File: src/include/emmu_cfg.svh
// emmu configuration macros
`ifndef EMMU_CFG_SVH
`define EMMU_CFG_SVH

// packet side widths
`define EMMU_AW 32     // packet address width
`define EMMU_DW 32     // packet data and wishbone data width
`define EMMU_PAW 64    // translated physical address width
`define EMMU_OFFW 20   // offset bits that pass straight through

// translation table
`define EMMU_IDW 12             // index taken from dstaddr[31:20]
`define EMMU_MW 44              // entry width, PAW minus the offset
`define EMMU_TBL_DEPTH 4096     // one entry per index value

// wishbone register map
`define EMMU_WB_AW 16           // byte address width
`define EMMU_CTRL_ADR 16'h0000  // control reg, bit 0 is mmu_en
`define EMMU_TABLE_BASE 16'h8000 // adr bit 15 selects the table
`define EMMU_TBL_HALF_BIT 2     // 0 low word, 1 high bits of an entry
`define EMMU_TBL_IDX_LSB 3      // entry index starts at adr bit 3

`endif

File: src/verilog/emesh_pkg.sv
// emesh packet types
package emesh_pkg;

   // transfer size carried with every packet
   typedef enum logic [1:0]
   {
      dm_byte   = 2'b00, // 8 bit
      dm_half   = 2'b01, // 16 bit
      dm_word   = 2'b10, // 32 bit
      dm_double = 2'b11  // 64 bit, data split over two beats upstream
   } emesh_datamode_e;

   // the mmu never looks at the mode, it only carries it along
   // alongside write, ctrlmode, srcaddr and data

endpackage

File: src/verilog/emmu_xlate.sv
// emmu packet translator
`timescale 1ns/1ps
`include "emmu_cfg.svh"

module emmu_xlate
   import emesh_pkg::*;
(
   input  logic                  clk,
   input  logic                  reset,
   input  logic                  mmu_en,
   // table lookup
   output logic                  lookup_en,
   output logic [`EMMU_IDW-1:0]  lookup_index,
   input  logic [`EMMU_MW-1:0]   lookup_data,
   // packet in
   input  logic                  emesh_access_in,
   input  logic                  emesh_write_in,
   input  emesh_datamode_e       emesh_datamode_in,
   input  logic [3:0]            emesh_ctrlmode_in,
   input  logic [`EMMU_AW-1:0]   emesh_dstaddr_in,
   input  logic [`EMMU_AW-1:0]   emesh_srcaddr_in,
   input  logic [`EMMU_DW-1:0]   emesh_data_in,
   // packet out, one cycle later
   output logic                  emmu_access_out,
   output logic                  emmu_write_out,
   output emesh_datamode_e       emmu_datamode_out,
   output logic [3:0]            emmu_ctrlmode_out,
   output logic [`EMMU_PAW-1:0]  emmu_dstaddr_out,
   output logic [`EMMU_AW-1:0]   emmu_srcaddr_out,
   output logic [`EMMU_DW-1:0]   emmu_data_out
);

   logic [`EMMU_AW-1:0] dstaddr_q;  // untranslated address
   logic                mmu_en_q;   // mode sampled with the packet

   // index is the top 12 address bits
   assign lookup_en    = emesh_access_in;
   assign lookup_index = emesh_dstaddr_in[`EMMU_AW-1 -: `EMMU_IDW];

   // valid flag, the only control state here
   always_ff @(posedge clk)
   begin
      if (reset)
         emmu_access_out <= 1'b0;
      else
         emmu_access_out <= emesh_access_in;
   end

   // fields held until the next packet
   // lines up with the one cycle table read
   always_ff @(posedge clk)
   begin
      if (emesh_access_in)
      begin
         emmu_write_out    <= emesh_write_in;
         emmu_datamode_out <= emesh_datamode_in;
         emmu_ctrlmode_out <= emesh_ctrlmode_in;
         emmu_srcaddr_out  <= emesh_srcaddr_in;
         emmu_data_out     <= emesh_data_in;
         dstaddr_q         <= emesh_dstaddr_in;
         mmu_en_q          <= mmu_en;  // per packet mode
      end
   end

   // entry on top of the offset, or plain zero extension
   assign emmu_dstaddr_out = mmu_en_q ?
      {lookup_data, dstaddr_q[`EMMU_OFFW-1:0]} :
      {{(`EMMU_PAW-`EMMU_AW){1'b0}}, dstaddr_q};

   // output valid only ever follows an input valid
   a_access_follows : assert property (@(posedge clk) disable iff (reset)
      emmu_access_out |-> $past(emesh_access_in));

endmodule
File: config.mk
export PLATFORM = sky130hd
export DESIGN_NAME = emmu_xlate
export DESIGN_NICKNAME = d
export VERILOG_FILES = /design/src/verilog/emesh_pkg.sv /design/src/verilog/emmu_xlate.sv
export VERILOG_INCLUDE_DIRS = /design/src /design/src/include
export SDC_FILE = /design/constraint.sdc
export NUM_CORES = 1
export LEC_CHECK = 0
export BUFFER_PORTS_ARGS = -buffer_cell sky130_fd_sc_hd__buf_2
export CELL_PAD_IN_SITES_DETAIL_PLACEMENT = 1
export CELL_PAD_IN_SITES_GLOBAL_PLACEMENT = 2
export CORE_MARGIN = 2
export CORE_UTILIZATION = 26
export CTS_CLUSTER_DIAMETER = 80
export CTS_CLUSTER_SIZE = 40
export DETAILED_ROUTE_END_ITERATION = 10
export PLACE_DENSITY_LB_ADDON = 0.1
export SLEW_MARGIN = 0
export SYNTH_ARGS = -nofsm -noshare
export SYNTH_HDL_FRONTEND = slang
export SYNTH_SLANG_ARGS = --single-unit
File: constraint.sdc
create_clock -name clk -period 2.3 [get_ports clk]
set_input_delay 0.345 -clock clk [delete_from_list [all_inputs] [get_ports clk]]
set_output_delay 0.345 -clock clk [all_outputs]
set_load 0.1 [all_outputs]
==> impl_metrics.env, run 1 <==
export IMPL_whs_endpoint="emmu_access_out$_SDFF_PP0_"
export IMPL_cp_start_kind="flop"
export IMPL_synth_xor_area_frac=0
export IMPL_timing_final_crit_share=0.9177
export IMPL_tightest_slew_ns=0.5158
export IMPL_clockBufferDepth=2
export IMPL_use_met2=0.2423
export IMPL_fin_crit_ns=2.111
export IMPL_routed_wl_um=10850
export IMPL_worstSetupEndpointType="output pin"
export IMPL_dpl_cell_area_um2=5974
export IMPL_first_global_vias=2676
export IMPL_synth_top_area_cell="edfxtp_1"
export IMPL_power_density_nw_per_um2=941.9
export IMPL_grt_setup_unrepaired="false"
export IMPL_antenna_found_initial=2
export IMPL_cts_max_level=3
export IMPL_synthCells=188
export IMPL_clock_power_share=0.244
export IMPL_ys_seq_area_frac=0.8252
export IMPL_initial_utilization=0.2641
export IMPL_hpwl_um=8990
export IMPL_netlist_area_um2=3809
export IMPL_hold_viol=0
export IMPL_final_seq_area_um2=3143
export IMPL_wl_per_cell_um=16.56
export IMPL_gp_congestion=0.8383
export IMPL_status="finished, final reports clean"
export IMPL_final_nets=615
export IMPL_via_per_inst=3.973
export IMPL_rows=44
export IMPL_p_sw_frac=0.4099
export IMPL_synth_simple_area_share=0.05420
export IMPL_grt_ovfl_total=0
export IMPL_critPathMaxFanout=16
export IMPL_die_w_um=125.0
export IMPL_min_path_cells=2
export IMPL_drt_iter0_markers=86
export IMPL_fmax_ghz=0.4738
export IMPL_ctsResizeCount=0
export IMPL_grt_pass1_wl_um=15750
export IMPL_cts_tree="built"
export IMPL_synth_seq_cells=105
export IMPL_max_cap_viol_count=0
export IMPL_setup_violations=0
export IMPL_drtPass1Iterations=4
export IMPL_dieArea_um2=15630
export IMPL_crit_buf_inv=2
export IMPL_multi_input_area_um2=371.6
export IMPL_gr_max_usage_layer="met2"
export IMPL_drc=0
export IMPL_cp_slowest_cell="edfxtp_1"
export IMPL_synth_area_per_cell_um2=20.26
export IMPL_nFillCells=1511
export IMPL_area_delta_synth_final_pct=64.32
export IMPL_finalSetupTns_ns=0
export IMPL_cts_clk_slew_worst_paths_ns=0.07
export IMPL_peakVddDrop_uv=414.4
export IMPL_use_met1=0.1379
export IMPL_design_area_um2=6259
export IMPL_internal_power_uw=3479
export IMPL_synth_cell_types=10
export IMPL_io_buffers=299
export IMPL_p_leak_uw=0.002762
export IMPL_cts_hold_buf=0
export IMPL_relSlewSlack=0.6585
export IMPL_core_area_um2=14420
export IMPL_ant_nets=0
export IMPL_met3_usage=0.05819
export IMPL_synth_area_leaders="edfxtp_1, buf_4, and2_1, mux2_4, mux2_2"
export IMPL_clock_sinks=105
export IMPL_cts_buffers=9
export IMPL_grt_max_degree=46
export IMPL_critPathTopFamily="flip-flops"
export IMPL_synth_top_family_by_area="buffers and inverters"
export IMPL_ios=300
export IMPL_combPwrFrac=0.364
export IMPL_synth_compound_area_frac=0
export IMPL_cts_root_buf="clkbuf_16"
export IMPL_hp_start="reset"
export IMPL_track_usage=0.1351
export IMPL_slowest_delay_ns=0.62
export IMPL_hp_class="in2reg"
export IMPL_drive_gt1_frac=0.7036
export IMPL_crit_arrival_ns=1.77
export IMPL_yosysWarnings=0
export IMPL_die_h_um=125.0
export IMPL_synth_mux_area_frac=0.04336
export IMPL_vias=2602
export IMPL_synth_nets=339
export IMPL_p_seq_frac=0.392
export IMPL_path_class="reg2out"
export IMPL_post_cts_buffers=0
export IMPL_drv_slew=0
export IMPL_p_switching_uw=2416
export IMPL_synth_fa_ha_area_frac=0
export IMPL_path_cells="buf_4 -> mux2_4 -> buf_12"
export IMPL_cp_required_ns=1.96
export IMPL_synth_top_area_frac=0.8200
logic make-up after synthesis:
logic type | count (synthesis)
simple gates | 33
flops | 105
mux | 12
buf+inv | 38
how the worst max path moves through the flow:
stage	start	end	slack [ns]	depth (start not counted)
final	mmu_en_q$_DFFE_PP_	emmu_dstaddr_out[31]	0.19	3
after global routing	mmu_en_q$_DFFE_PP_	emmu_dstaddr_out[24]	0.06	3
after CTS	mmu_en_q$_DFFE_PP_	emmu_dstaddr_out[31]	0.15	3
after detailed placement	mmu_en_q$_DFFE_PP_	emmu_dstaddr_out[31]	0.53	3
after global placement	mmu_en_q$_DFFE_PP_	emmu_dstaddr_out[27]	0.57	3
after floorplan	mmu_en_q$_DFFE_PP_	emmu_dstaddr_out[32]	0.61	3
metrics by stage:
stage          setup WS [ns]  hold slack, ns  std cells  power [uW]    util
2_1_floorplan         0.6091          0.4166        188        3965       -
3_3_place_gp          0.5687          0.5034        637        4506  0.4142
3_5_place_dp          0.5284          0.5060        637        4517  0.4142
4_1_cts               0.1490          0.1360        653        5977  0.4336
5_1_grt              0.06136          0.1427        655        6089  0.4339
6_report              0.1893          0.1509        655        5895  0.4339
sequential cells by signal (all words and copies together), names as in the netlist:
signal             cells
emmu_write_out         1
emmu_srcaddr_out      32
dstaddr_q             32
emmu_access_out        1
emmu_datamode_out      2
emmu_ctrlmode_out      4
emmu_data_out         32
mmu_en_q               1
cell usage after synthesis:
cell	n
mux2_2	4
buf_4	33
nor2b_1	1
buf_6	1
buf_12	1
buf_2	3
dfxtp_1	1
mux2_4	8
and2_1	32
edfxtp_1	104
power groups by stage:
stage	clock, uW	sequential (uW)	combinational, uW
3_5_place_dp	0	2350	2160
4_1_cts	1500	2310	2160
6_report	1440	2310	2150
3_3_place_gp	0	2350	2160
2_1_floorplan	0	3090	876
5_1_grt	1570	2330	2190
final cells by class:
class	count	area share
flip-flops and latches	105	0.5022
repair buffers	303	0.3563
multi-input cells	45	0.05938
well taps	184	0.03679
clock buffers	10	0.03659
clock inverters	6	0.007997
diodes	2	0.0007997
metal layers:
layer | vias up | part of all wire
li1 | 1205 | -
met4 | 0 | 0.014
met3 | 11 | 0.099
met1 | 1214 | 0.35
met5 | - | 0
met2 | 172 | 0.54
cells in the final DEF (no fill, tap or decap), types with 2 or more instances in the layout:
master and count:
and2_1 32, buf_12 47, buf_2 253, buf_4 3, clkbuf_16 9, diode_2 2, edfxtp_1 104, inv_6 2
mux2_2 4, mux2_4 8
No activity file was read; power rests on OpenSTA's default activity.
==> inputs of run 2 (changes only) <==
- CORE_UTILIZATION: 26 -> 24
- clock period: 2.3 -> 2.4 ns (I/O delays scaled with it)
==> run 2 against run 1 <==
Global-route usage shrank 0.43 points. Highest routed layer unchanged. Core utilization shrank 3.2 points. Critical path depth is the same. Clock power grew 10%. Flip-flop and latch count is the same. Critical endpoint is now emmu_dstaddr_out[22]. Final cell count grew 5.0%.
==> impl_metrics.env, run 2 (synthesis gave the netlist of run 1 again) <==
export IMPL_gp_congestion=0.6934
export IMPL_drive_gt1_frac=0.7036
export IMPL_tightest_slew_ns=0.5147
export IMPL_peakVddDrop_uv=451.7
export IMPL_cts_clk_slew_worst_paths_ns=0.07
export IMPL_reg_top3="dstaddr_q x32, emmu_data_out x32, emmu_srcaddr_out x32"
export IMPL_setup_violations=0
export IMPL_most_common_layout_cells="buf_2, edfxtp_1, buf_12"
export IMPL_dieArea_um2=16890
export IMPL_vias=2626
export IMPL_cp_required_ns=2.04
export IMPL_cts_root_buf="clkbuf_16"
export IMPL_first_global_vias=2824
export IMPL_grt_pass1_wl_um=15880
export IMPL_drv_slew=0
export IMPL_max_cap_viol_count=0
export IMPL_final_nets=615
export IMPL_cp_start_kind="flop"
export IMPL_die_w_um=130.0
export IMPL_crit_arrival_ns=1.58
export IMPL_wl_per_cell_um=16.62
export IMPL_antenna_found_initial=3
export IMPL_rows=46
export IMPL_hpwl_um=9312
export IMPL_via_per_inst=3.817
export IMPL_drtPass1Iterations=3
export IMPL_die_h_um=130.0
export IMPL_grt_setup_unrepaired="false"
export IMPL_ant_nets=0
export IMPL_post_cts_buffers=0
export IMPL_track_usage=0.1308
export IMPL_routed_wl_um=11430
export IMPL_design_area_um2=6314
export IMPL_fin_crit_ns=1.938
export IMPL_fmax_ghz=0.5159
export IMPL_cts_tree="built"
export IMPL_clockBufferDepth=2
export IMPL_core_area_um2=15710
export IMPL_cts_buffers=9
export IMPL_power_density_nw_per_um2=927.2
export IMPL_status="finished, final reports clean"
export IMPL_initial_utilization=0.2424
export IMPL_timing_final_crit_share=0.8077
export IMPL_drc=0
export IMPL_worstSetupEndpointType="output pin"
export IMPL_area_delta_synth_final_pct=65.77
export IMPL_layout_commonest_cell="buf_2"
export IMPL_grt_max_degree=67
export IMPL_ctsResizeCount=0
export IMPL_hp_class="in2reg"
export IMPL_cts_max_level=3
export IMPL_min_path_cells=2
export IMPL_hold_viol=0
export IMPL_relSlewSlack=0.6569
export IMPL_path_class="reg2out"
export IMPL_nFillCells=1677
export IMPL_dpl_cell_area_um2=5987
export IMPL_io_buffers=299
export IMPL_grt_ovfl_total=0
export IMPL_drt_iter0_markers=94
export IMPL_p_leak_uw=0.002770
export IMPL_finalSetupTns_ns=0
export IMPL_critPathMaxFanout=25
export IMPL_ios=300
export IMPL_clock_sinks=105
export IMPL_cts_hold_buf=0
[run 2: report_power, final]
part           internal (uW)  switching, uW
combinational            436           1620
sequential              2170           34.8
clock                    921            668
total                   3530           2320
[run 2: area by class of cell]
type / instances / area, um2 / area share
sequential: 105 / 3143 / 0.4978
clock buffer: 10 / 229.0 / 0.03627
multi-input combinational: 45 / 371.6 / 0.05886
clock inverter: 6 / 90.09 / 0.01427
tap: 216 / 270.3 / 0.04281
antenna: 3 / 7.507 / 0.001189
timing repair buffer: 303 / 2202 / 0.3488
[run 2: per-stage QoR]
step,instances,worst slack [ns],hold WS (ns),utilization,total power (uW)
floorplan,188,0.6941,0.4316,-,3800
global placement,669,0.8257,0.5176,0.3810,4313
detailed placement,669,0.8204,0.5233,0.3810,4326
CTS,685,0.4295,0.1464,0.4013,5925
global route,687,0.3534,0.1592,0.4017,6051
finish,688,0.4616,0.1608,0.4018,5854
[run 2: worst max-delay path, cell delays in order, from the launching register on]
cell,delay [ns]
edfxtp_1,0.35
buf_4,0.30
mux2_2,0.41
buf_12,0.17
[run 2: path summary, 6_finish.rpt]
path / start / endpoint / slack, ns
max: mmu_en_q$_DFFE_PP_ / emmu_dstaddr_out[22] / 0.46
min: reset / emmu_access_out$_SDFF_PP0_ / 0.16
[run 2: routing by layer]
metal	track usage	up-vias	wire length, um
li1	-	1209	-
met1	0.1207	1230	3750
met2	0.2390	172	6089
met3	0.07093	15	1426
met4	0.05313	0	165
met5	0	-	0
