`config.mk`:
```
export PLATFORM = sky130hd
export DESIGN_NAME = emmu_wb_ctrl
export DESIGN_NICKNAME = d
export VERILOG_FILES = /design/src/verilog/emmu_reg_pkg.sv /design/src/verilog/emmu_wb_ctrl.sv
export VERILOG_INCLUDE_DIRS = /design/src /design/src/include
export SDC_FILE = /design/constraint.sdc
export NUM_CORES = 1
export LEC_CHECK = 0
export ABC_AREA = 1
export BUFFER_PORTS_ARGS = -buffer_cell sky130_fd_sc_hd__buf_2
export CAP_MARGIN = 5
export CORE_UTILIZATION = 40
export CTS_CLUSTER_SIZE = 40
export DETAILED_ROUTE_END_ITERATION = 8
export GPL_TIMING_DRIVEN = 0
export PLACE_DENSITY = 0.76
export SYNTH_ARGS = -nofsm -noshare
export SYNTH_HDL_FRONTEND = slang
export SYNTH_SLANG_ARGS = --single-unit
```
`constraint.sdc`:
```
create_clock -name clk -period 1.85 [get_ports clk]
set_input_delay 0.185 -clock clk [delete_from_list [all_inputs] [get_ports clk]]
set_output_delay 0.185 -clock clk [all_outputs]
set_load 0.02 [all_outputs]
```
`src/include/emmu_cfg.svh`:
```
// emmu configuration macros
`ifndef EMMU_CFG_SVH
`define EMMU_CFG_SVH

// packet side widths
`define EMMU_AW 32     // packet address width
`define EMMU_DW 32     // packet data and wishbone data width
`define EMMU_PAW 64    // translated physical address width
`define EMMU_OFFW 20   // offset bits that pass straight through

// translation table
`define EMMU_IDW 12             // index taken from dstaddr[31:20]
`define EMMU_MW 44              // entry width, PAW minus the offset
`define EMMU_TBL_DEPTH 4096     // one entry per index value

// wishbone register map
`define EMMU_WB_AW 16           // byte address width
`define EMMU_CTRL_ADR 16'h0000  // control reg, bit 0 is mmu_en
`define EMMU_TABLE_BASE 16'h8000 // adr bit 15 selects the table
`define EMMU_TBL_HALF_BIT 2     // 0 low word, 1 high bits of an entry
`define EMMU_TBL_IDX_LSB 3      // entry index starts at adr bit 3

`endif

```
`src/verilog/emmu_reg_pkg.sv`:
```
// emmu config port types
package emmu_reg_pkg;

   // wishbone slave sequencing
   typedef enum logic [1:0]
   {
      st_idle    = 2'b00, // waiting for cyc and stb
      st_rd_wait = 2'b01, // table read in flight
      st_ack     = 2'b10  // ack goes out at the next edge
   } wb_state_e;

   // what the current wishbone address points at
   typedef enum logic [1:0]
   {
      sel_none   = 2'b00, // unmapped, reads zero
      sel_ctrl   = 2'b01, // control register
      sel_tbl_lo = 2'b10, // entry bits 31:0
      sel_tbl_hi = 2'b11  // entry bits 43:32
   } reg_sel_e;

endpackage

```
`src/verilog/emmu_wb_ctrl.sv`:
```
// emmu wishbone controller
`timescale 1ns/1ps
`include "emmu_cfg.svh"

module emmu_wb_ctrl
   import emmu_reg_pkg::*;
(
   input  logic                   clk,
   input  logic                   reset,
   input  logic                   wb_cyc,
   input  logic                   wb_stb,
   input  logic                   wb_we,
   input  logic [`EMMU_WB_AW-1:0] wb_adr,
   input  logic [`EMMU_DW-1:0]    wb_dat_w,
   output logic [`EMMU_DW-1:0]    wb_dat_r,
   output logic                   wb_ack,
   output logic                   cfg_en,    // table port strobe
   output logic                   cfg_we,
   output reg_sel_e               cfg_sel,
   output logic [`EMMU_IDW-1:0]   cfg_index,
   output logic [`EMMU_DW-1:0]    cfg_wdata,
   input  logic [`EMMU_DW-1:0]    cfg_rdata,
   output logic                   mmu_en     // translation on
);

   wb_state_e            state;
   reg_sel_e             adr_sel;  // decode of wb_adr
   logic                 tbl_hit;  // address in the table window
   logic                 wb_req;   // new access
   logic [`EMMU_DW-1:0]  rd_mux;   // read data before the output reg

   assign tbl_hit = |(wb_adr & `EMMU_TABLE_BASE);

   // ack still high means the master has not yet dropped stb
   assign wb_req = wb_cyc & wb_stb & ~wb_ack;

   // address decode
   always_comb
   begin
      if (tbl_hit)
         adr_sel = wb_adr[`EMMU_TBL_HALF_BIT] ? sel_tbl_hi : sel_tbl_lo;
      else if (wb_adr == `EMMU_CTRL_ADR)
         adr_sel = sel_ctrl;
      else
         adr_sel = sel_none;  // hole in the map
   end

   // read data select, cfg_rdata only valid in st_ack
   always_comb
   begin
      case (cfg_sel)
         sel_ctrl:   rd_mux = {{(`EMMU_DW-1){1'b0}}, mmu_en};
         sel_tbl_lo: rd_mux = cfg_rdata;
         sel_tbl_hi: rd_mux = cfg_rdata;  // already zero extended
         default:    rd_mux = '0;
      endcase
   end

   // access sequencing
   always_ff @(posedge clk)
   begin
      if (reset)
      begin
         state  <= st_idle;
         wb_ack <= 1'b0;
         cfg_en <= 1'b0;
         mmu_en <= 1'b0;
      end
      else
      begin
         wb_ack <= 1'b0;  // one cycle pulse
         case (state)
            st_idle:
            begin
               if (wb_req)
               begin
                  cfg_en <= tbl_hit;  // table write lands next edge
                  // table reads need one more cycle for the ram
                  state <= (tbl_hit && !wb_we) ? st_rd_wait : st_ack;
               end
            end
            st_rd_wait:
            begin
               cfg_en <= 1'b0;  // ram samples the read at this edge
               state  <= st_ack;
            end
            st_ack:
            begin
               cfg_en <= 1'b0;
               wb_ack <= 1'b1;
               if (cfg_we && cfg_sel == sel_ctrl)
                  mmu_en <= cfg_wdata[0];  // upper bits ignored
               state <= st_idle;
            end
            default:
               state <= st_idle;
         endcase
      end
   end

   // latched request and read data
   always_ff @(posedge clk)
   begin
      if (state == st_idle && wb_req)
      begin
         cfg_we    <= wb_we;
         cfg_sel   <= adr_sel;
         cfg_index <= wb_adr[`EMMU_TBL_IDX_LSB +: `EMMU_IDW];
         cfg_wdata <= wb_dat_w;
      end
      if (state == st_ack)
         wb_dat_r <= rd_mux;
   end

   // ack is a single pulse per access
   a_ack_pulse : assert property (@(posedge clk) disable iff (reset)
      wb_ack |=> !wb_ack);

   // no ack outside a live cycle
   a_ack_in_cycle : assert property (@(posedge clk) disable iff (reset)
      wb_ack |-> (wb_cyc && wb_stb));

endmodule

```
==> metrics.csv, run 1 <==
stage,metric,value,unit
synthesis,fraction of the mapped netlist area in adder cells,1.23,%
finish,n_diodes,0,
status,status,"complete, no violations",
drt,initial DRC count,56,
timing,post-layout worst setup margin,0.108,ns
clocking,TritonCTS Buffers,9,
setup_path,reg2reg path depth,5,
timing,final setup vio count,0,
worst_hold_path,HP Start,wb_dat_w[27],
setup_path,CP max stage cell,clkinvlp_4,
clocking,clock insertion delay at the later pin of the skew report,0.34,ns
setup_path,Crit. End Element,flip-flop,
clocking,maximum clock insertion buffer count,2,
synthesis,syn_area_per_cell,14.2,sq um
flow_run,Max Cap Viol,0,
drt,DR vias,2265,
setup_path,RR Startpoint,state[0],
synthesis,Synth Register Bits,84,
global_route,pin count of the biggest net entering global routing,35,
drt,drt pass-1 iters,4,
synthesis,Post-Syn Area,3040,sq um
global_route,grt total ovfl,0,
timing,final hold viol count,0,
floorplan,Die Ht,89.2,um
placement,Final HPWL DP,4830,um
drt,routed length per instance,13.3,um
drt,Routed WL,6960,um
placement,placer congestion estimate,0.780,
clocking,clk sink count,84,
setup_path,Critical Path AT,1.67,ns
clocking,Root Driver,clkbuf_8,
drt,routed vias/inst,4.34,
floorplan,FP Rows,31,
floorplan,I/O pin count,167,
clocking,Worst-path clk slew,0.08,ns
floorplan,CORE AREA,7290,sq um
synthesis,Synth cell types,15,
synthesis,Compound-Gate Fraction of Synth Area,0.782,%
timing,top achievable clock speed,574,MHz
worst_hold_path,Hold Crit Class,input pin to flip-flop,
setup_path,Worst Path Required,1.78,ns
setup_path,RR Endpoint,cfg_wdata[22],
synthesis,Synth Area in XOR/XNOR,0,%
timing,Rel. slew slack,46.8,%
drt,# DRC,0,
synthesis,Ys Warns,0,
power,VDD IR-drop max,0.000507,V
floorplan,Die ar.,7960,sq um
power,pwr dens,964,nW/um^2
timing,RSZ-0062 raised after global routing,false,
finish,post-route cell area,4470,sq um
timing,actual slew at the worst max-slew pin,0.798,ns
setup_path,critical setup path kind,flip-flop to flip-flop,
worst_hold_path,Hold Path End,cfg_wdata[27],
global_route,Total GRT Usage,16.4,%
setup_path,Startpoint Class,flip-flop,
drt,"antenna viol nets, final",0,
synthesis,combinational family with the most area after synthesis,simple AND/OR/NAND/NOR gates,
timing,"Slew Viols, Final",0,
synthesis,multiplexer share of the synthesized area,0,%
finish,NumNets Final,506,
global_route,initial antenna violation count,0,
setup_path,critical-path cell list,inv_1 -> ha_1 -> buf_6 -> nand2_2 -> clkinvlp_4,
setup_path,FF-to-FF setup slack,0.11,ns
synthesis,post-synthesis simple-gate area fraction,9.91,%
timing,Period minus WS final,1.74,ns
timing,final worst-path cycle share,94.2,%
power,Static Leak,2.15,nW
clocking,H-tree lvl count,3,
placement,dpl cell area,4000,sq um
timing,Post-Route Skew,0.0135,ns
global_route,vias in the first global route,1975,
synthesis,Mapped Cells,214,
floorplan,Starting Density,41.7,%
finish,Area Overhead vs Synth,47.1,%
finish,layout cell share with drive strength beyond 1,46.6,%
clocking,TritonCTS clock tree,built,
synthesis,post-synthesis sequential area ratio,81.3,%
floorplan,Die Width,89.2,um
synthesis,Post-Syn Nets,302,
global_route,first-pass GRT wire length,9400,um
placement,Buffers on Ports,166,
setup_path,CP peak stage delay,0.44,ns
worst_hold_path,WHS Path Cells,1,
setup_path,CP max FO,24,
placement,setup slack at placement,-0.335,ns
timing repair:
action / in CTS / in global routing
setup buffers: 0 / 0
cloned: 1 / 0
hold buffers: 13 / 13
endpoints found under the setup margin: 47 / 24
resized for setup: 1 / 1
hold endpoints to repair: 13 / 13
cell type report:
cell class / instances / area (sq um)
Sequential cell: 84 / 2470
Timing Repair inverter: 1 / 7.51
Tap cell: 99 / 124
Clock inverter: 7 / 77.6
Inverter: 45 / 173
Buffer: 5 / 37.5
Multi-Input combinational cell: 80 / 365
Timing Repair Buffer: 192 / 1090
Clock buffer: 9 / 124
Fill cell: 603 / 2820
through the flow:
stage / instances / hold WS (ns) / TNS, ns / utilization, % / total power, mW
after floorplan: 214 / 0.254 / 0 / - / 2.71
after global placement: 479 / 0.362 / -17.47 / 54.9 / 2.97
after detailed placement: 479 / 0.363 / -15.63 / 54.9 / 2.98
after CTS: 509 / 0.000443 / 0 / 59.5 / 4.32
after global routing: 522 / 0.000847 / 0 / 61.3 / 4.49
final: 522 / 0.0209 / 0 / 61.3 / 4.31
report_power, final:
group	switching [mW]	internal [mW]	total (mW)	leakage (nW)
Combinational	0.431	0.244	0.675	1.26
Clock	0.682	0.644	1.33	0.106
Sequential	0.0386	2.27	2.31	0.782
Total	1.15	3.16	4.31	2.15
synthesized netlist by cell type:
library cell,count,area [sq um]
a21oi_1,2,10.0
a22o_1,1,8.76
buf_2,3,15.0
buf_6,2,22.5
dfxtp_1,5,100
edfxtp_1,79,2370
ha_1,3,37.5
inv_1,43,161
inv_2,2,7.51
nand2_1,48,180
nand2_2,2,12.5
nand3_1,6,30.0
nor2_1,15,56.3
nor2_4,2,22.5
o21ai_1,1,5.00
how the worst max path moves through the flow:
stage,startpoint,to,cells after the start
final,state[0],cfg_wdata[22],5
after floorplan,state[0],cfg_index[0],5
after CTS,state[0],cfg_wdata[22],5
after global placement,state[0],cfg_wdata[28],5
after detailed placement,state[0],cfg_wdata[13],5
after global routing,state[1],cfg_wdata[22],5
cell usage in the layout, fill, tap and decap left out:
cell	netlist	final
buf_2	3	169
edfxtp_1	79	79
nand2_1	48	48
inv_1	43	42
dlygate4sd3_1	0	26
nor2_1	15	15
clkbuf_8	0	9
nand3_1	6	6
dfxtp_1	5	4
inv_6	0	3
buf_6	2	2
nor2_4	2	2
nand2_2	2	2
clkinvlp_4	0	2
inv_2	2	2
a21oi_1	2	2
ha_1	3	2
clkinv_2	0	2
a22o_1	1	1
o21ai_1	1	1
ha_2	0	1
inv_8	0	1
bufinv_16	0	1
dfxtp_2	0	1
layer usage:
metal / global-route usage (%) / vias up / wire (um)
met5: 0 / - / 0
met4: 8.08 / 0 / 195
met3: 5.36 / 17 / 452
met2: 28.4 / 107 / 3600
met1: 18.3 / 1043 / 2710
li1: - / 1098 / -
state kept, by name (all words and copies together) (netlist names):
signal     cells
cfg_we         1
cfg_en         1
state          2
wb_ack         1
cfg_wdata     32
mmu_en         1
cfg_index     12
cfg_sel        2
wb_dat_r      32
cell families (layout without fill, tap and decap cells):
family	Yosys count	in the layout
compound gates	4	4
fa+ha+maj	3	3
buf+inv	50	259
flops	84	84
simple gates	73	73
critical path: cells and delay by family (launching register included):
| kind | cells | cell delay [ns] |
|---|---|---|
| AND/OR/NAND/NOR | 1 | 0.14 |
| flip-flops | 1 | 0.35 |
| buffers and inverters | 3 | 0.63 |
| adder cells (fa/ha/maj) | 1 | 0.20 |
No activity file was read; power rests on OpenSTA's default activity.
==> run 2, diff against run 1 <==
- ABC_AREA: 1 -> unset
- CORE_UTILIZATION: 40 -> 39
- PLACE_DENSITY: 0.76 -> 0.75
==> metrics.csv, run 2 <==
stage,metric,value,unit
status,status,"complete, no violations",
power,Static Leak,1.83,nW
timing,Period minus WS final,1.72,ns
power,pwr dens,945,nW/um^2
floorplan,FP Rows,31,
floorplan,Die Width,88.3,um
clocking,H-tree lvl count,3,
finish,most frequent cells in the layout,"buf_2 (166), edfxtp_1 (79), and2_1 (31)",
setup_path,CP peak stage delay,0.67,ns
synthesis,Post-Syn Area,2900,sq um
setup_path,Critical Path AT,1.71,ns
synthesis,Synth Register Bits,84,
setup_path,Startpoint Class,flip-flop,
setup_path,FF-to-FF setup slack,0.13,ns
synthesis,"area leader, netlist",edfxtp_1,
finish,multi-input logic area,425,sq um
finish,post-route cell area,4330,sq um
setup_path,CP max stage cell,and4b_2,
synthesis,most frequent cells after synthesis,"edfxtp_1 (79), and2_1 (31), dfxtp_1 (5), nor4_1 (5), nand2_1 (4)",
finish,NumNets Final,443,
floorplan,Die Ht,88.3,um
synthesis,post-synthesis sequential area ratio,85.2,%
timing,Post-Route Skew,0.00634,ns
drt,drt pass-1 iters,4,
worst_hold_path,HP Start,wb_dat_w[5],
clocking,maximum clock insertion buffer count,2,
clocking,clock insertion delay at the later pin of the skew report,0.35,ns
global_route,pin count of the biggest net entering global routing,50,
setup_path,CP max FO,24,
finish,Fillers,626,
floorplan,Die ar.,7790,sq um
global_route,grt total ovfl,0,
timing,final worst-path cycle share,93.2,%
placement,placer congestion estimate,0.685,
synthesis,Post-Syn Nets,238,
setup_path,critical setup path kind,flip-flop to flip-flop,
worst_hold_path,Hold Path End,cfg_wdata[5],
floorplan,I/O pin count,167,
setup_path,worst path buffer plus inverter count,1,
timing,top achievable clock speed,580,MHz
worst_hold_path,Hold Crit Class,input pin to flip-flop,
clocking,TritonCTS clock tree,built,
finish,Register Area,2470,sq um
drt,routed length per instance,14.4,um
synthesis,syn_area_per_cell,19.4,sq um
setup_path,RR Endpoint,cfg_index[1],
worst_hold_path,WHS Path Cells,1,
timing,final setup vio count,0,
synthesis,Mapped Cells,150,
setup_path,RR Startpoint,state[1],
synthesis,post-synth top area share,81.7,%
synthesis,Synth cell types,21,
synthesis,"count leader, synth",edfxtp_1,
clocking,Root Driver,clkbuf_8,
drt,DR vias,2023,
synthesis,Post-synth EDFFs,79,
setup_path,Crit. End Element,flip-flop,
timing,Rel. slew slack,55.1,%
floorplan,CORE AREA,7210,sq um
global_route,vias in the first global route,1867,
finish,"commonest non-fill, non-tap cell in the layout",buf_2,
synthesis,main area contributors after synthesis,"edfxtp_1 (82%), and2_1 (6.7%), dfxtp_1 (3.4%), ha_1 (1.3%), nor4_1 (1.1%)",
global_route,Total GRT Usage,16.4,%
clocking,TritonCTS Buffers,9,
timing,"Slew Viols, Final",0,
synthesis,ys async rst share,0,%
global_route,initial antenna violation count,0,
finish,Area Overhead vs Synth,49.0,%
setup_path,reg2reg path depth,3,
power,VDD IR-drop max,0.000449,V
global_route,first-pass GRT wire length,9130,um
drt,# DRC,0,
flow_run,Max Cap Viol,0,
floorplan,Starting Density,40.2,%
finish,n_diodes,0,
synthesis,Ys Warns,0,
setup_path,critical-path cell list,inv_1 -> ha_1 -> and4b_2,
clocking,Worst-path clk slew,0.08,ns
clocking,clk sink count,84,
setup_path,Worst Path Required,1.83,ns
clocking,Post-CTS Setup Bufs,0,
timing,final hold viol count,0,
timing,RSZ-0062 raised after global routing,false,
placement,Buffers on Ports,166,
placement,dpl cell area,3880,sq um
synthesis,"Top FF cell, synth",edfxtp_1,
timing,actual slew at the worst max-slew pin,0.674,ns
finish,Final Util,60.0,%
drt,"antenna viol nets, final",0,
drt,routed vias/inst,4.41,
drt,initial DRC count,62,
drt,Routed WL,6610,um
finish,top flop regs,"cfg_wdata x32, wb_dat_r x32, cfg_index x12",
setup_path,Top delay family on crit path,simple AND/OR/NAND/NOR gates,
finish,layout cell share with drive strength beyond 1,50.8,%
placement,Final HPWL DP,4470,um
run 2: kinds of logic (layout without fill, tap and decap cells):
logic type                 after synthesis  after routing  share of synthesized area [%]
and+or+nand+nor                         54             55                           11.9
muxes                                    2              2                          0.690
DFF                                     84             84                           85.2
AOI/OAI and AO/OA                        2              2                          0.344
adders and majority gates                3              3                           1.29
buffers and inverters                    5            214                          0.647
run 2: report_power, final:
part	total (mW)	switching, mW	internal (mW)
logic	0.649	0.390	0.258
registers	2.31	0.0413	2.27
clock network	1.13	0.646	0.481
total	4.09	1.08	3.01
run 2: what timing repair did:
action | in CTS | in global routing
hold buffers | 21 | 5
pin swaps | 1 | 1
setup endpoints to repair | 48 | 48
gates resized for setup | 1 | 0
gates cloned | 0 | 1
endpoints found under the hold margin | 21 | 5
run 2: worst max path at each step:
stage / to / start / slack (ns) / cells after the start
6_report: cfg_index[1] / state[1] / 0.13 / 3
2_1_floorplan: mmu_en / state[0] / 0.06 / 5
4_1_cts: cfg_en / state[1] / 0.007 / 5
3_5_place_dp: cfg_en / state[1] / -0.29 / 5
3_3_place_gp: mmu_en / state[0] / -0.28 / 5
5_1_grt: cfg_index[1] / state[0] / 0.01 / 3
run 2: worst reg2reg max path, stage by stage, from the launching register on:
cell	delay (ns)
dfxtp_1	0.33
inv_1	0.09
ha_1	0.27
and4b_2	0.67
run 2: routing by layer:
layer / GRT usage, % / routed length, um / up-vias / share of wire, %
li1: - / - / 976 / -
met1: 17.8 / 2460 / 945 / 37
met2: 28.6 / 3560 / 91 / 54
met3: 5.41 / 480 / 11 / 7.3
met4: 8.50 / 121 / 0 / 1.8
met5: 0 / 0 / - / 0
run 2: cell type report:
cell class	instances	share of cell area [%]
Buffer	3	0.260
Timing Repair Buffer	193	25.9
Clock buffer	9	2.86
Tap cell	99	2.86
Multi-Input combinational cell	62	9.84
Sequential cell	84	57.2
Inverter	2	0.174
Clock inverter	7	0.984
run 2: metrics by stage:
step	std cells	hold slack [ns]	power, mW	setup slack (ns)	setup TNS (ns)
floorplan	150	0.254	2.68	0.0642	0
global placement	415	0.362	2.92	-0.283	-12.31
detailed placement	416	0.363	2.96	-0.287	-12.32
CTS	453	0.00260	4.12	0.00748	0
global route	459	-0.000594	4.26	0.0109	0
finish	459	0.0206	4.09	0.126	0
==> run 3, diff against run 2 <==
- BUFFER_PORTS_ARGS: -buffer_cell sky130_fd_sc_hd__buf_2 -> -buffer_cell sky130_fd_sc_hd__buf_4
==> metrics.csv, run 3 (synthesized netlist as in run 2, its figures left out) <==
stage,metric,value,unit
drt,drt pass-1 iters,4,
drt,initial DRC count,80,
setup_path,critical-path cell list,inv_1 -> ha_1 -> and4b_2,
power,sequential share of power,53.7,%
setup_path,critical setup path kind,flip-flop to flip-flop,
floorplan,Die ar.,7790,sq um
setup_path,worst path buffer plus inverter count,1,
setup_path,CP max stage cell,and4b_2,
timing,Rel. slew slack,45.2,%
finish,Fillers,583,
clocking,maximum clock insertion buffer count,2,
drt,DR vias,2007,
timing,post-layout worst setup margin,0.154,ns
power,switch share,24.5,%
power,Internal,3.26,mW
drt,# DRC,0,
setup_path,Worst Path Required,1.83,ns
clocking,clk sink count,84,
power,switching power,1.06,mW
timing,final setup vio count,0,
flow_run,Max Cap Viol,0,
setup_path,Crit. End Element,flip-flop,
global_route,grt total ovfl,0,
drt,routed length per instance,15.8,um
global_route,Total GRT Usage,16.6,%
timing,actual slew at the worst max-slew pin,0.821,ns
timing,Post-Route Skew,0.00743,ns
clocking,clock insertion delay at the later pin of the skew report,0.34,ns
finish,layout cell share with drive strength beyond 1,51.7,%
timing,final worst-path cycle share,91.7,%
clocking,TritonCTS clock tree,built,
global_route,vias in the first global route,1864,
floorplan,Die Ht,88.3,um
placement,placer congestion estimate,0.733,
clocking,TritonCTS Buffers,9,
floorplan,CORE AREA,7210,sq um
setup_path,CP peak stage delay,0.65,ns
clocking,Root Driver,clkbuf_8,
power,Static Leak,1.95,nW
power,pwr dens,919,nW/um^2
drt,"antenna viol nets, final",0,
global_route,first-pass GRT wire length,9340,um
timing,Period minus WS final,1.70,ns
finish,Final Util,65.2,%
placement,Final HPWL DP,4850,um
floorplan,Die Width,88.3,um
placement,setup slack at placement,-0.241,ns
clocking,H-tree lvl count,3,
setup_path,Critical Path AT,1.68,ns
finish,"commonest non-fill, non-tap cell in the layout",buf_4,
floorplan,FP Rows,31,
setup_path,CP max FO,24,
floorplan,Starting Density,40.2,%
timing,"Slew Viols, Final",0,
finish,NumNets Final,438,
power,Clock power frac,28.5,%
drt,routed vias/inst,4.43,
finish,n_diodes,0,
floorplan,I/O pin count,167,
power,VDD IR-drop max,0.000525,V
global_route,pin count of the biggest net entering global routing,50,
finish,most frequent cells in the layout,"buf_4 (166), edfxtp_1 (79), and2_1 (31)",
timing,final hold viol count,0,
worst_hold_path,Hold Crit Class,input pin to flip-flop,
finish,top flop regs,"cfg_wdata x32, wb_dat_r x32, cfg_index x12",
timing,top achievable clock speed,589,MHz
timing,RSZ-0062 raised after global routing,false,
global_route,initial antenna violation count,0,
status,status,"complete, no violations",
clocking,Worst-path clk slew,0.08,ns
placement,Buffers on Ports,166,
drt,Routed WL,7150,um
setup_path,Top delay family on crit path,simple AND/OR/NAND/NOR gates,
power,Logic pwr share,17.8,%
setup_path,Startpoint Class,flip-flop,
finish,Area Overhead vs Synth,62.2,%
-- run 3: final cells by class --
type	count	area [sq um]	share of cell area, %
flip-flops and latches	84	2470	52.5
clock inverters	4	51.3	1.09
inverters	2	7.51	0.159
well taps	99	124	2.63
repair buffers	188	1480	31.5
clock buffers	11	131	2.79
multi-input cells	62	425	9.04
plain buffers	3	11.3	0.239
-- run 3: metrics by stage --
stage | TNS [ns] | hold WS (ns) | power (mW) | instances | area [sq um]
after floorplan | 0 | 0.254 | 2.68 | 150 | 2900
after global placement | -12.52 | 0.364 | 3.05 | 415 | 4270
after detailed placement | -11.21 | 0.364 | 3.10 | 416 | 4300
after CTS | 0 | 0.000847 | 4.33 | 432 | 4500
after global routing | 0 | -0.00236 | 4.51 | 453 | 4710
final | 0 | 0.0182 | 4.32 | 453 | 4710
-- run 3: timing repair --
item / CTS / global route
cloned: 0 / 1
pin swaps: 0 / 1
hold buffers: 1 / 20
hold endpoints to repair: 1 / 20
buffers inserted: 0 / 0
endpoints found under the setup margin: 48 / 48
resized for setup: 1 / 0
-- run 3: routing by layer --
layer | share of wire [%] | routed length, um | GRT usage, % | vias to the layer above
li1 | - | - | - | 961
met1 | 38 | 2700 | 18.5 | 952
met2 | 55 | 3930 | 28.5 | 88
met3 | 6.2 | 440 | 6.34 | 6
met4 | 1.1 | 76 | 7.04 | 0
met5 | 0 | 0 | 0 | -
-- run 3: power groups by stage --
stage	combinational, mW	clock, mW	sequential [mW]
floorplan	0.132	0	2.54
global placement	0.691	0	2.36
detailed placement	0.730	0	2.37
CTS	0.734	1.27	2.32
global route	0.817	1.35	2.34
finish	0.769	1.23	2.32
-- run 3: worst paths after layout --
check,start,to,slack (ns),depth (start not counted)
worst max-delay path,state[0],cfg_wdata[1],0.15,3
worst min-delay path,wb_dat_w[8],cfg_wdata[8],0.02,1
worst max register to register,state[0],cfg_wdata[1],0.15,3
worst min register to register,cfg_en,cfg_en,0.50,2
